**src/rtl/id_pkg.sv**
```systemverilog
package id_pkg;

    // ------------------------------------------------------------
    // widths and instruction fields
    // ------------------------------------------------------------
    localparam int XLEN      = 32;
    localparam int REG_AW    = 5;
    localparam int NUM_REGS  = 1 << REG_AW;
    localparam int IMM_W     = 16;

    localparam int OPC_LSB   = 26;
    localparam int RS_LSB    = 21;
    localparam int RT_LSB    = 16;
    localparam int RD_LSB    = 11;
    localparam int SHAMT_LSB = 6;   // funct sits below this

    typedef logic [XLEN-1:0]   word_t;
    typedef logic [REG_AW-1:0] reg_addr_t;

    // primary opcodes
    typedef enum logic [5:0] {
        OPC_SPECIAL = 6'h00,
        OPC_ADDI    = 6'h08,
        OPC_ADDIU   = 6'h09,
        OPC_SLTI    = 6'h0a,
        OPC_SLTIU   = 6'h0b,
        OPC_ANDI    = 6'h0c,
        OPC_ORI     = 6'h0d,
        OPC_XORI    = 6'h0e,
        OPC_LUI     = 6'h0f
    } opcode_e;

    // SPECIAL function codes
    typedef enum logic [5:0] {
        FN_SLL  = 6'h00,
        FN_SRL  = 6'h02,
        FN_SRA  = 6'h03,
        FN_SLLV = 6'h04,
        FN_SRLV = 6'h06,
        FN_SRAV = 6'h07,
        FN_ADD  = 6'h20,
        FN_ADDU = 6'h21,
        FN_SUB  = 6'h22,
        FN_SUBU = 6'h23,
        FN_AND  = 6'h24,
        FN_OR   = 6'h25,
        FN_XOR  = 6'h26,
        FN_NOR  = 6'h27,
        FN_SLT  = 6'h2a,
        FN_SLTU = 6'h2b
    } funct_e;

    typedef enum logic [3:0] {
        ALU_NOP,
        ALU_AND,
        ALU_OR,
        ALU_XOR,
        ALU_NOR,
        ALU_SLL,
        ALU_SRL,
        ALU_SRA,
        ALU_ADD,
        ALU_SUB,
        ALU_SLT,
        ALU_SLTU
    } alu_op_e;

    // ------------------------------------------------------------
    // stage structs
    // ------------------------------------------------------------
    typedef struct packed {
        alu_op_e   alu_op;
        logic      we;
        reg_addr_t waddr;
        logic      re1;
        logic      re2;
        reg_addr_t raddr1;
        reg_addr_t raddr2;
        word_t     imm;
    } dec_ctrl_t;

    typedef struct packed {
        logic      we;
        reg_addr_t addr;
        word_t     data;
    } fwd_t;

    typedef struct packed {
        logic      valid;
        alu_op_e   alu_op;
        logic      we;
        reg_addr_t waddr;
        word_t     op1;
        word_t     op2;
    } id_ex_t;

endpackage

```
**src/rtl/inst_decoder.sv**
```systemverilog
`timescale 1ns/10ps

module inst_decoder import id_pkg::*; (
    input  word_t     inst_i,
    output dec_ctrl_t ctrl_o
);

    opcode_e          opcode;
    funct_e           funct;
    reg_addr_t        rs;
    reg_addr_t        rt;
    reg_addr_t        rd;
    reg_addr_t        shamt;
    logic [IMM_W-1:0] imm16;

    word_t            imm_zext;
    word_t            imm_sext;
    word_t            imm_lui;

    alu_op_e          r_op;     // op picked by funct
    logic             r_fixed;  // shamt form of a shift
    logic             i_type;

    // ------------------------------------------------------------
    // field split
    // ------------------------------------------------------------
    assign opcode = opcode_e'(inst_i[XLEN-1:OPC_LSB]);
    assign funct  = funct_e'(inst_i[SHAMT_LSB-1:0]);
    assign rs     = inst_i[RS_LSB +: REG_AW];
    assign rt     = inst_i[RT_LSB +: REG_AW];
    assign rd     = inst_i[RD_LSB +: REG_AW];
    assign shamt  = inst_i[SHAMT_LSB +: REG_AW];
    assign imm16  = inst_i[IMM_W-1:0];

    assign imm_zext = {{(XLEN-IMM_W){1'b0}}, imm16};
    assign imm_sext = {{(XLEN-IMM_W){imm16[IMM_W-1]}}, imm16};
    assign imm_lui  = {imm16, {(XLEN-IMM_W){1'b0}}};

    // funct to alu op; ADD/SUB share the unsigned datapath
    always_comb begin
        r_op    = ALU_NOP;
        r_fixed = 1'b0;
        case (funct)
            FN_SLL: begin
                r_op    = ALU_SLL;
                r_fixed = 1'b1;
            end
            FN_SRL: begin
                r_op    = ALU_SRL;
                r_fixed = 1'b1;
            end
            FN_SRA: begin
                r_op    = ALU_SRA;
                r_fixed = 1'b1;
            end
            FN_SLLV:         r_op = ALU_SLL;
            FN_SRLV:         r_op = ALU_SRL;
            FN_SRAV:         r_op = ALU_SRA;
            FN_ADD, FN_ADDU: r_op = ALU_ADD;
            FN_SUB, FN_SUBU: r_op = ALU_SUB;
            FN_AND:          r_op = ALU_AND;
            FN_OR:           r_op = ALU_OR;
            FN_XOR:          r_op = ALU_XOR;
            FN_NOR:          r_op = ALU_NOR;
            FN_SLT:          r_op = ALU_SLT;
            FN_SLTU:         r_op = ALU_SLTU;
            default:         r_op = ALU_NOP;
        endcase
    end

    // ------------------------------------------------------------
    // control
    // ------------------------------------------------------------
    always_comb begin
        ctrl_o        = '0;
        ctrl_o.alu_op = ALU_NOP;
        ctrl_o.waddr  = rd;
        ctrl_o.raddr1 = rs;
        ctrl_o.raddr2 = rt;
        i_type        = 1'b0;

        case (opcode)
            OPC_SPECIAL: begin
                if (r_fixed && rs == '0) begin
                    ctrl_o.alu_op = r_op;
                    ctrl_o.we     = 1'b1;
                    ctrl_o.re2    = 1'b1;
                    ctrl_o.imm    = word_t'(shamt);  // shift amount via op1
                end else if (!r_fixed && r_op != ALU_NOP && shamt == '0) begin
                    ctrl_o.alu_op = r_op;
                    ctrl_o.we     = 1'b1;
                    ctrl_o.re1    = 1'b1;
                    ctrl_o.re2    = 1'b1;
                end
            end
            OPC_ORI: begin
                ctrl_o.alu_op = ALU_OR;
                ctrl_o.imm    = imm_zext;
                i_type        = 1'b1;
            end
            OPC_ANDI: begin
                ctrl_o.alu_op = ALU_AND;
                ctrl_o.imm    = imm_zext;
                i_type        = 1'b1;
            end
            OPC_XORI: begin
                ctrl_o.alu_op = ALU_XOR;
                ctrl_o.imm    = imm_zext;
                i_type        = 1'b1;
            end
            OPC_ADDI, OPC_ADDIU: begin
                ctrl_o.alu_op = ALU_ADD;
                ctrl_o.imm    = imm_sext;
                i_type        = 1'b1;
            end
            OPC_SLTI: begin
                ctrl_o.alu_op = ALU_SLT;
                ctrl_o.imm    = imm_sext;
                i_type        = 1'b1;
            end
            OPC_SLTIU: begin
                ctrl_o.alu_op = ALU_SLTU;
                ctrl_o.imm    = imm_sext;
                i_type        = 1'b1;
            end
            OPC_LUI: begin
                ctrl_o.alu_op = ALU_OR;   // imm | imm
                ctrl_o.imm    = imm_lui;
                i_type        = 1'b1;
            end
            default: ctrl_o.alu_op = ALU_NOP;
        endcase

        if (i_type) begin
            ctrl_o.we    = 1'b1;
            ctrl_o.waddr = rt;
            ctrl_o.re1   = (opcode != OPC_LUI);
        end

        if (ctrl_o.waddr == '0)
            ctrl_o.we = 1'b0;   // r0 is never written
    end

endmodule

```
**src/rtl/operand_bypass.sv**
```systemverilog
`timescale 1ns/10ps

module operand_bypass import id_pkg::*; (
    input  logic      read_en_i,
    input  reg_addr_t addr_i,
    input  word_t     imm_i,
    input  word_t     rf_data_i,
    input  fwd_t      ex_fwd_i,
    input  fwd_t      wb_fwd_i,
    output word_t     operand_o
);

    logic ex_hit;
    logic wb_hit;

    // younger result wins
    assign ex_hit = read_en_i && ex_fwd_i.we && (ex_fwd_i.addr == addr_i);
    assign wb_hit = read_en_i && wb_fwd_i.we && (wb_fwd_i.addr == addr_i);

    always_comb begin
        if (ex_hit) begin
            operand_o = ex_fwd_i.data;
        end else if (wb_hit) begin
            operand_o = wb_fwd_i.data;
        end else if (read_en_i) begin
            operand_o = rf_data_i;
        end else begin
            operand_o = imm_i;      // no register read, immediate path
        end
    end

endmodule

```
**src/rtl/reg_file.sv**
```systemverilog
`timescale 1ns/10ps

module reg_file import id_pkg::*; (
    input  logic      clk,
    input  logic      arst_n_i,
    input  fwd_t      wr_i,
    input  reg_addr_t raddr1_i,
    input  reg_addr_t raddr2_i,
    output word_t     rdata1_o,
    output word_t     rdata2_o
);

    word_t regs [NUM_REGS];

    always_ff @(posedge clk or negedge arst_n_i) begin
        if (!arst_n_i) begin
            for (int i = 0; i < NUM_REGS; i++) begin
                regs[i] <= '0;
            end
        end else if (wr_i.we && wr_i.addr != '0) begin
            regs[wr_i.addr] <= wr_i.data;
        end
    end

    // r0 reads as zero
    assign rdata1_o = (raddr1_i == '0) ? '0 : regs[raddr1_i];
    assign rdata2_o = (raddr2_i == '0) ? '0 : regs[raddr2_i];

endmodule

```
**src/rtl/alu_exec.sv**
```systemverilog
`timescale 1ns/10ps

module alu_exec import id_pkg::*; (
    input  logic   clk,
    input  logic   arst_n_i,
    input  id_ex_t id_ex_i,
    output fwd_t   ex_fwd_o,
    output fwd_t   wb_fwd_o
);

    id_ex_t          id_ex_q;
    fwd_t            wb_q;
    word_t           result;
    logic [REG_AW-1:0] sh_amt;

    // ------------------------------------------------------------
    // ID/EX register
    // ------------------------------------------------------------
    always_ff @(posedge clk or negedge arst_n_i) begin
        if (!arst_n_i) begin
            id_ex_q <= '0;
        end else begin
            id_ex_q <= id_ex_i;
        end
    end

    // ------------------------------------------------------------
    // ALU
    // ------------------------------------------------------------
    assign sh_amt = id_ex_q.op1[REG_AW-1:0];   // low bits only

    always_comb begin
        case (id_ex_q.alu_op)
            ALU_AND: result = id_ex_q.op1 & id_ex_q.op2;
            ALU_OR:  result = id_ex_q.op1 | id_ex_q.op2;
            ALU_XOR: result = id_ex_q.op1 ^ id_ex_q.op2;
            ALU_NOR: result = ~(id_ex_q.op1 | id_ex_q.op2);
            ALU_SLL: result = id_ex_q.op2 << sh_amt;
            ALU_SRL: result = id_ex_q.op2 >> sh_amt;
            ALU_SRA: result = word_t'($signed(id_ex_q.op2) >>> sh_amt);
            ALU_ADD: result = id_ex_q.op1 + id_ex_q.op2;   // wraps, no trap
            ALU_SUB: result = id_ex_q.op1 - id_ex_q.op2;
            ALU_SLT: begin
                result = word_t'($signed(id_ex_q.op1) < $signed(id_ex_q.op2));
            end
            ALU_SLTU: begin
                result = word_t'(id_ex_q.op1 < id_ex_q.op2);
            end
            default: result = '0;
        endcase
    end

    // ex-stage forward, only live for a valid writer
    assign ex_fwd_o.we   = id_ex_q.valid && id_ex_q.we;
    assign ex_fwd_o.addr = id_ex_q.waddr;
    assign ex_fwd_o.data = result;

    // ------------------------------------------------------------
    // EX/WB register
    // ------------------------------------------------------------
    always_ff @(posedge clk or negedge arst_n_i) begin
        if (!arst_n_i) begin
            wb_q <= '0;
        end else begin
            wb_q <= ex_fwd_o;
        end
    end

    assign wb_fwd_o = wb_q;

endmodule

```
**src/rtl/id_pipe_top.sv**
```systemverilog
`timescale 1ns/10ps

module id_pipe_top import id_pkg::*; (
    input  logic  clk,
    input  logic  arst_n_i,
    input  logic  inst_valid_i,
    input  word_t inst_i,
    output fwd_t  wb_o
);

    dec_ctrl_t ctrl;
    word_t     rf_rdata1;
    word_t     rf_rdata2;
    word_t     operand1;
    word_t     operand2;
    fwd_t      ex_fwd;
    fwd_t      wb_fwd;
    id_ex_t    id_ex;

    inst_decoder u_dec (
        .inst_i (inst_i),
        .ctrl_o (ctrl)
    );

    reg_file u_rf (
        .clk      (clk),
        .arst_n_i (arst_n_i),
        .wr_i     (wb_fwd),
        .raddr1_i (ctrl.raddr1),
        .raddr2_i (ctrl.raddr2),
        .rdata1_o (rf_rdata1),
        .rdata2_o (rf_rdata2)
    );

    // ------------------------------------------------------------
    // operand select, one per source
    // ------------------------------------------------------------
    operand_bypass u_byp1 (
        .read_en_i (ctrl.re1),
        .addr_i    (ctrl.raddr1),
        .imm_i     (ctrl.imm),
        .rf_data_i (rf_rdata1),
        .ex_fwd_i  (ex_fwd),
        .wb_fwd_i  (wb_fwd),
        .operand_o (operand1)
    );

    operand_bypass u_byp2 (
        .read_en_i (ctrl.re2),
        .addr_i    (ctrl.raddr2),
        .imm_i     (ctrl.imm),
        .rf_data_i (rf_rdata2),
        .ex_fwd_i  (ex_fwd),
        .wb_fwd_i  (wb_fwd),
        .operand_o (operand2)
    );

    assign id_ex = '{valid: inst_valid_i, alu_op: ctrl.alu_op, we: ctrl.we,
                     waddr: ctrl.waddr, op1: operand1, op2: operand2};

    alu_exec u_ex (
        .clk      (clk),
        .arst_n_i (arst_n_i),
        .id_ex_i  (id_ex),
        .ex_fwd_o (ex_fwd),
        .wb_fwd_o (wb_fwd)
    );

    assign wb_o = wb_fwd;

endmodule

```
**config.mk**
```make
export PLATFORM = sky130hd
export DESIGN_NAME = id_pipe_top
export DESIGN_NICKNAME = d
export VERILOG_FILES = /design/src/rtl/id_pkg.sv /design/src/rtl/inst_decoder.sv /design/src/rtl/operand_bypass.sv /design/src/rtl/reg_file.sv /design/src/rtl/alu_exec.sv /design/src/rtl/id_pipe_top.sv
export SDC_FILE = /design/constraint.sdc
export NUM_CORES = 2
export LEC_CHECK = 0
export BUFFER_PORTS_ARGS = -buffer_cell sky130_fd_sc_hd__buf_2
export CAP_MARGIN = 40
export CORE_ASPECT_RATIO = 2
export CORE_UTILIZATION = 35
export CTS_CLUSTER_DIAMETER = 150
export DETAILED_ROUTE_END_ITERATION = 10
export REMOVE_ABC_BUFFERS = 1
export SLEW_MARGIN = 40
export SYNTH_ARGS = -nofsm -noshare
export SYNTH_HDL_FRONTEND = slang
export SYNTH_HIERARCHICAL = 1
export SYNTH_SLANG_ARGS = --single-unit
export TNS_END_PERCENT = 30
```
**constraint.sdc**
```tcl
create_clock -name clk -period 4.55 [get_ports clk]
set_input_delay 0.91 -clock clk [delete_from_list [all_inputs] [get_ports clk]]
set_output_delay 0.91 -clock clk [all_outputs]
set_load 0.05 [all_outputs]
```
==> impl_metrics.csv <==
group,metric,value,unit
clocking,clk_latency,0.72,ns
worst_setup_path,critPathRequiredTime,5.18,ns
cells_and_area,nets,5788,
detailed_routing,dr.pass1.iters,8,
detailed_routing,drc_errors,0,
floorplan,die_y,637,um
worst_setup_path,crit_path_end_kind,"flop",
worst_setup_path,crit_path_start_kind,"flop",
timing,max_slew.worst_pin.slew,0.997,ns
place,gp_congestion,1.02,
power,p_per_area,293,nW/um^2
flow_run,maxCapViolCount,0,
clocking,numCtsBuffers,97,
clocking,cts_tree,"yes",
place,pre_cts_ws,-0.224,ns
worst_setup_path,critical_path_arrival,4.98,ns
clocking,cts_max_level,3,
cells_and_area,layout.cells.non_filler,8317,
floorplan,ios,73,
cells_and_area,final_util,39.9,%
timing,postLayoutSetupSlackWorst,0.197,ns
power,power_leakage,35.4,nW
timing,final.period_utilization,95.7,%
timing,hold_viol,0,
synthesis,synth.distinct_cells,109,
clocking,cts-root-buf,"clkbuf_16",
hold_path,min_path_type,"input port to async pin",
place,io_buffers,72,
detailed_routing,drtIter0Drc,4296,
synthesis,async_flop_share,100,%
cells_and_area,fillerInstances,18600,
synthesis,yosys.area.top_type,"dfrtp_1",
timing,fin_crit,4.35,ns
synthesis,seq_area_frac_synth,40.3,%
cells_and_area,area_delta_synth_final,12.8,%
synthesis,netlist_instances,5596,
floorplan,die_x,320,um
cells_and_area,final_area,79700,um^2
power,power,23.4,mW
timing,hold_ws,0.0616,ns
floorplan,rows,232,
synthesis,synth_common_cells,"1137 x dfrtp_1, 1132 x mux2_2, 484 x mux4_2",
global_route,grt_start_max_net_pins,122,
global_route,grt_usage,28.9,%
synthesis,syn_area_per_cell,12.6,um^2
global_route,antenna_found_initial,29,
detailed_routing,ant_nets,0,
global_route,grt_pass1_wl,420,mm
timing,finalSetupTns,0,ns
worst_setup_path,critPathKind,"flop to flop",
timing,fmax,230,MHz
place,place_hpwl,209,mm
detailed_routing,routed_wirelength,298,mm
detailed_routing,post_drt_wl_per_cell,35.9,um
global_route,grt_pass1_vias,56300,
clocking,cts.sinks,1137,
synthesis,synth_flop_cell,"dfrtp_1",
timing,rsz0062_at_grt,"false",
synthesis,yosysWarnings,6,
synthesis,ys_top_cells_by_area,"dfrtp_1 40%, mux2_2 18%, mux4_2 15%",
synthesis,synth_seq_cells,1137,
cells_and_area,drive_above_1_share,44.3,%
place,post_dp_cell_area,76200,um^2
power,pwr-share-comb,15.1,%
synthesis,synth_most_common_cell,"dfrtp_1",
power,p_seq_share,45.4,%
synthesis,synth_edf_count,0,
power,power_switching,6.64,mW
worst_setup_path,crit_fanout,4,
floorplan,coreArea,200000,um^2
floorplan,start_util,35.3,%
power,p_clk_share,39.5,%
synthesis,post-synth-top-area-fraction,40.3,%
clocking,ctsHoldBuffers,0,
floorplan,die_area,204000,um^2
global_route,grt-ovfl-total,0,
timing,slew_headroom,33.3,%
synthesis,synthesis.area,70700,um^2
power,ir_worst_vdd,272,uV
clocking,cts_buffer_depth,3,
timing,finalSetupViolCount,0,
power,p_int,16.7,mW
timing,worst_clock_skew,0.0462,ns
place,placed_cells,8125,
timing,drv_slew,0,
power,switching_share,28.4,%
detailed_routing,vias_per_cell,6.43,
clocking,path_clk_slew,0.08,ns
run_status,status,"finished, final reports clean",
detailed_routing,vias,53500,
[cell type report]
cell class	count	area, um^2	share of cell area, %
well taps	2574	3220	4.04
diodes	11	27.5	0.0345
clock inverters	39	583	0.731
clock buffers	138	2820	3.54
multi-input cells	3737	39200	49.2
inverters	101	384	0.482
flip-flops and latches	1137	28500	35.7
repair buffers	580	4980	6.25
[flip-flops by register name, indices dropped and copies added, names as in the netlist]
register / cells
u_rf/regs: 1024
u_ex/id_ex_q: 70
u_ex/wb_fwd_o: 38
u_ex/ex_fwd_o: 5
[critical path, stage by stage, from the launching register on]
cell and delay [ns]:
dfrtp_4 0.51, inv_2 0.07, ha_1 0.23, inv_1 0.13, fa_1 0.41, nor2b_1 0.18, o21ai_1 0.23, a211oi_1 0.15
o31ai_2 0.19, buf_4 0.18, a211oi_4 0.12, buf_4 0.19, o21ai_0 0.46, buf_4 0.21, a21oi_1 0.07, and2_1 0.16
o32ai_1 0.44, nand3_1 0.22, o31ai_4 0.10
[worst paths after layout]
check	from	end	slack [ns]	depth (start not counted)
min in group clk	inst_valid_i	u_ex/id_ex_q[74]$_DFF_PN0_	0.34	1
min reg2reg	u_rf/regs[1011]$_DFFE_PN0P_	u_rf/regs[1011]$_DFFE_PN0P_	0.40	0
min	arst_n_i	u_rf/regs[637]$_DFFE_PN0P_	0.06	1
max	u_ex/id_ex_q[32]$_DFF_PN0_	u_ex/id_ex_q[30]$_DFF_PN0_	0.20	18
max in group asynchronous	arst_n_i	u_rf/regs[979]$_DFFE_PN0P_	3.13	3
max reg2reg	u_ex/id_ex_q[32]$_DFF_PN0_	u_ex/id_ex_q[30]$_DFF_PN0_	0.20	18
[placed cells by master (no fill, tap or decap), drive strengths merged, types with 9 or more instances in the layout]
master,count
xnor2,17
a311oi,65
o221ai,11
a31oi,18
ha,97
nand3,96
bufinv,14
nor4,22
o31ai,76
dfrtp,1137
clkbuf,138
a22oi,81
nand2b,24
a211o,12
mux2,1144
and3,9
o2111ai,27
a21oi,208
nand2,179
buf,580
nor3,92
or3,9
a21o,40
mux2i,171
o21ai,218
nor2,177
nor2b,82
o22ai,17
clkinv,16
diode,11
a211oi,87
a221oi,67
o211ai,24
and2,26
mux4,487
o21bai,15
nand4,18
inv,104
[per-layer routing]
layer  part of all wire, %  GRT usage [%]  vias up
met5                 0.031              0        -
met2                    51           51.1     2678
met1                    32           29.0    28200
met3                   6.1           4.66     1084
met4                    11           26.4       14
li1                      -              -    21500
[logic make-up (layout without fill, tap and decap cells)]
kind of cell,Yosys count,after routing,synth area share (%)
mux,1802,1802,36.2
flops,1137,1137,40.3
compound gates,1041,1041,11.3
simple gates,770,770,5.41
buf+inv,722,858,4.78
fa+ha+maj,99,99,1.77
xor+xnor,25,25,0.310
other cells,0,11,0
[repair_timing]
item,4_1_cts,5_1_grt
buffers inserted,2,0
pin swaps,1,0
setup endpoints to repair,6,2
gates resized for setup,0,1
[power groups by stage]
| stage | Clock (mW) | Combinational (mW) | Sequential (mW) |
|---|---|---|---|
| finish | 9.22 | 3.52 | 10.6 |
| global route | 9.67 | 3.67 | 10.6 |
| CTS | 9.35 | 3.45 | 10.6 |
| detailed placement | 0 | 3.43 | 10.8 |
| global placement | 0 | 3.40 | 10.8 |
| floorplan | 0 | 1.31 | 10.9 |
Power figures use the tool's default switching activity.
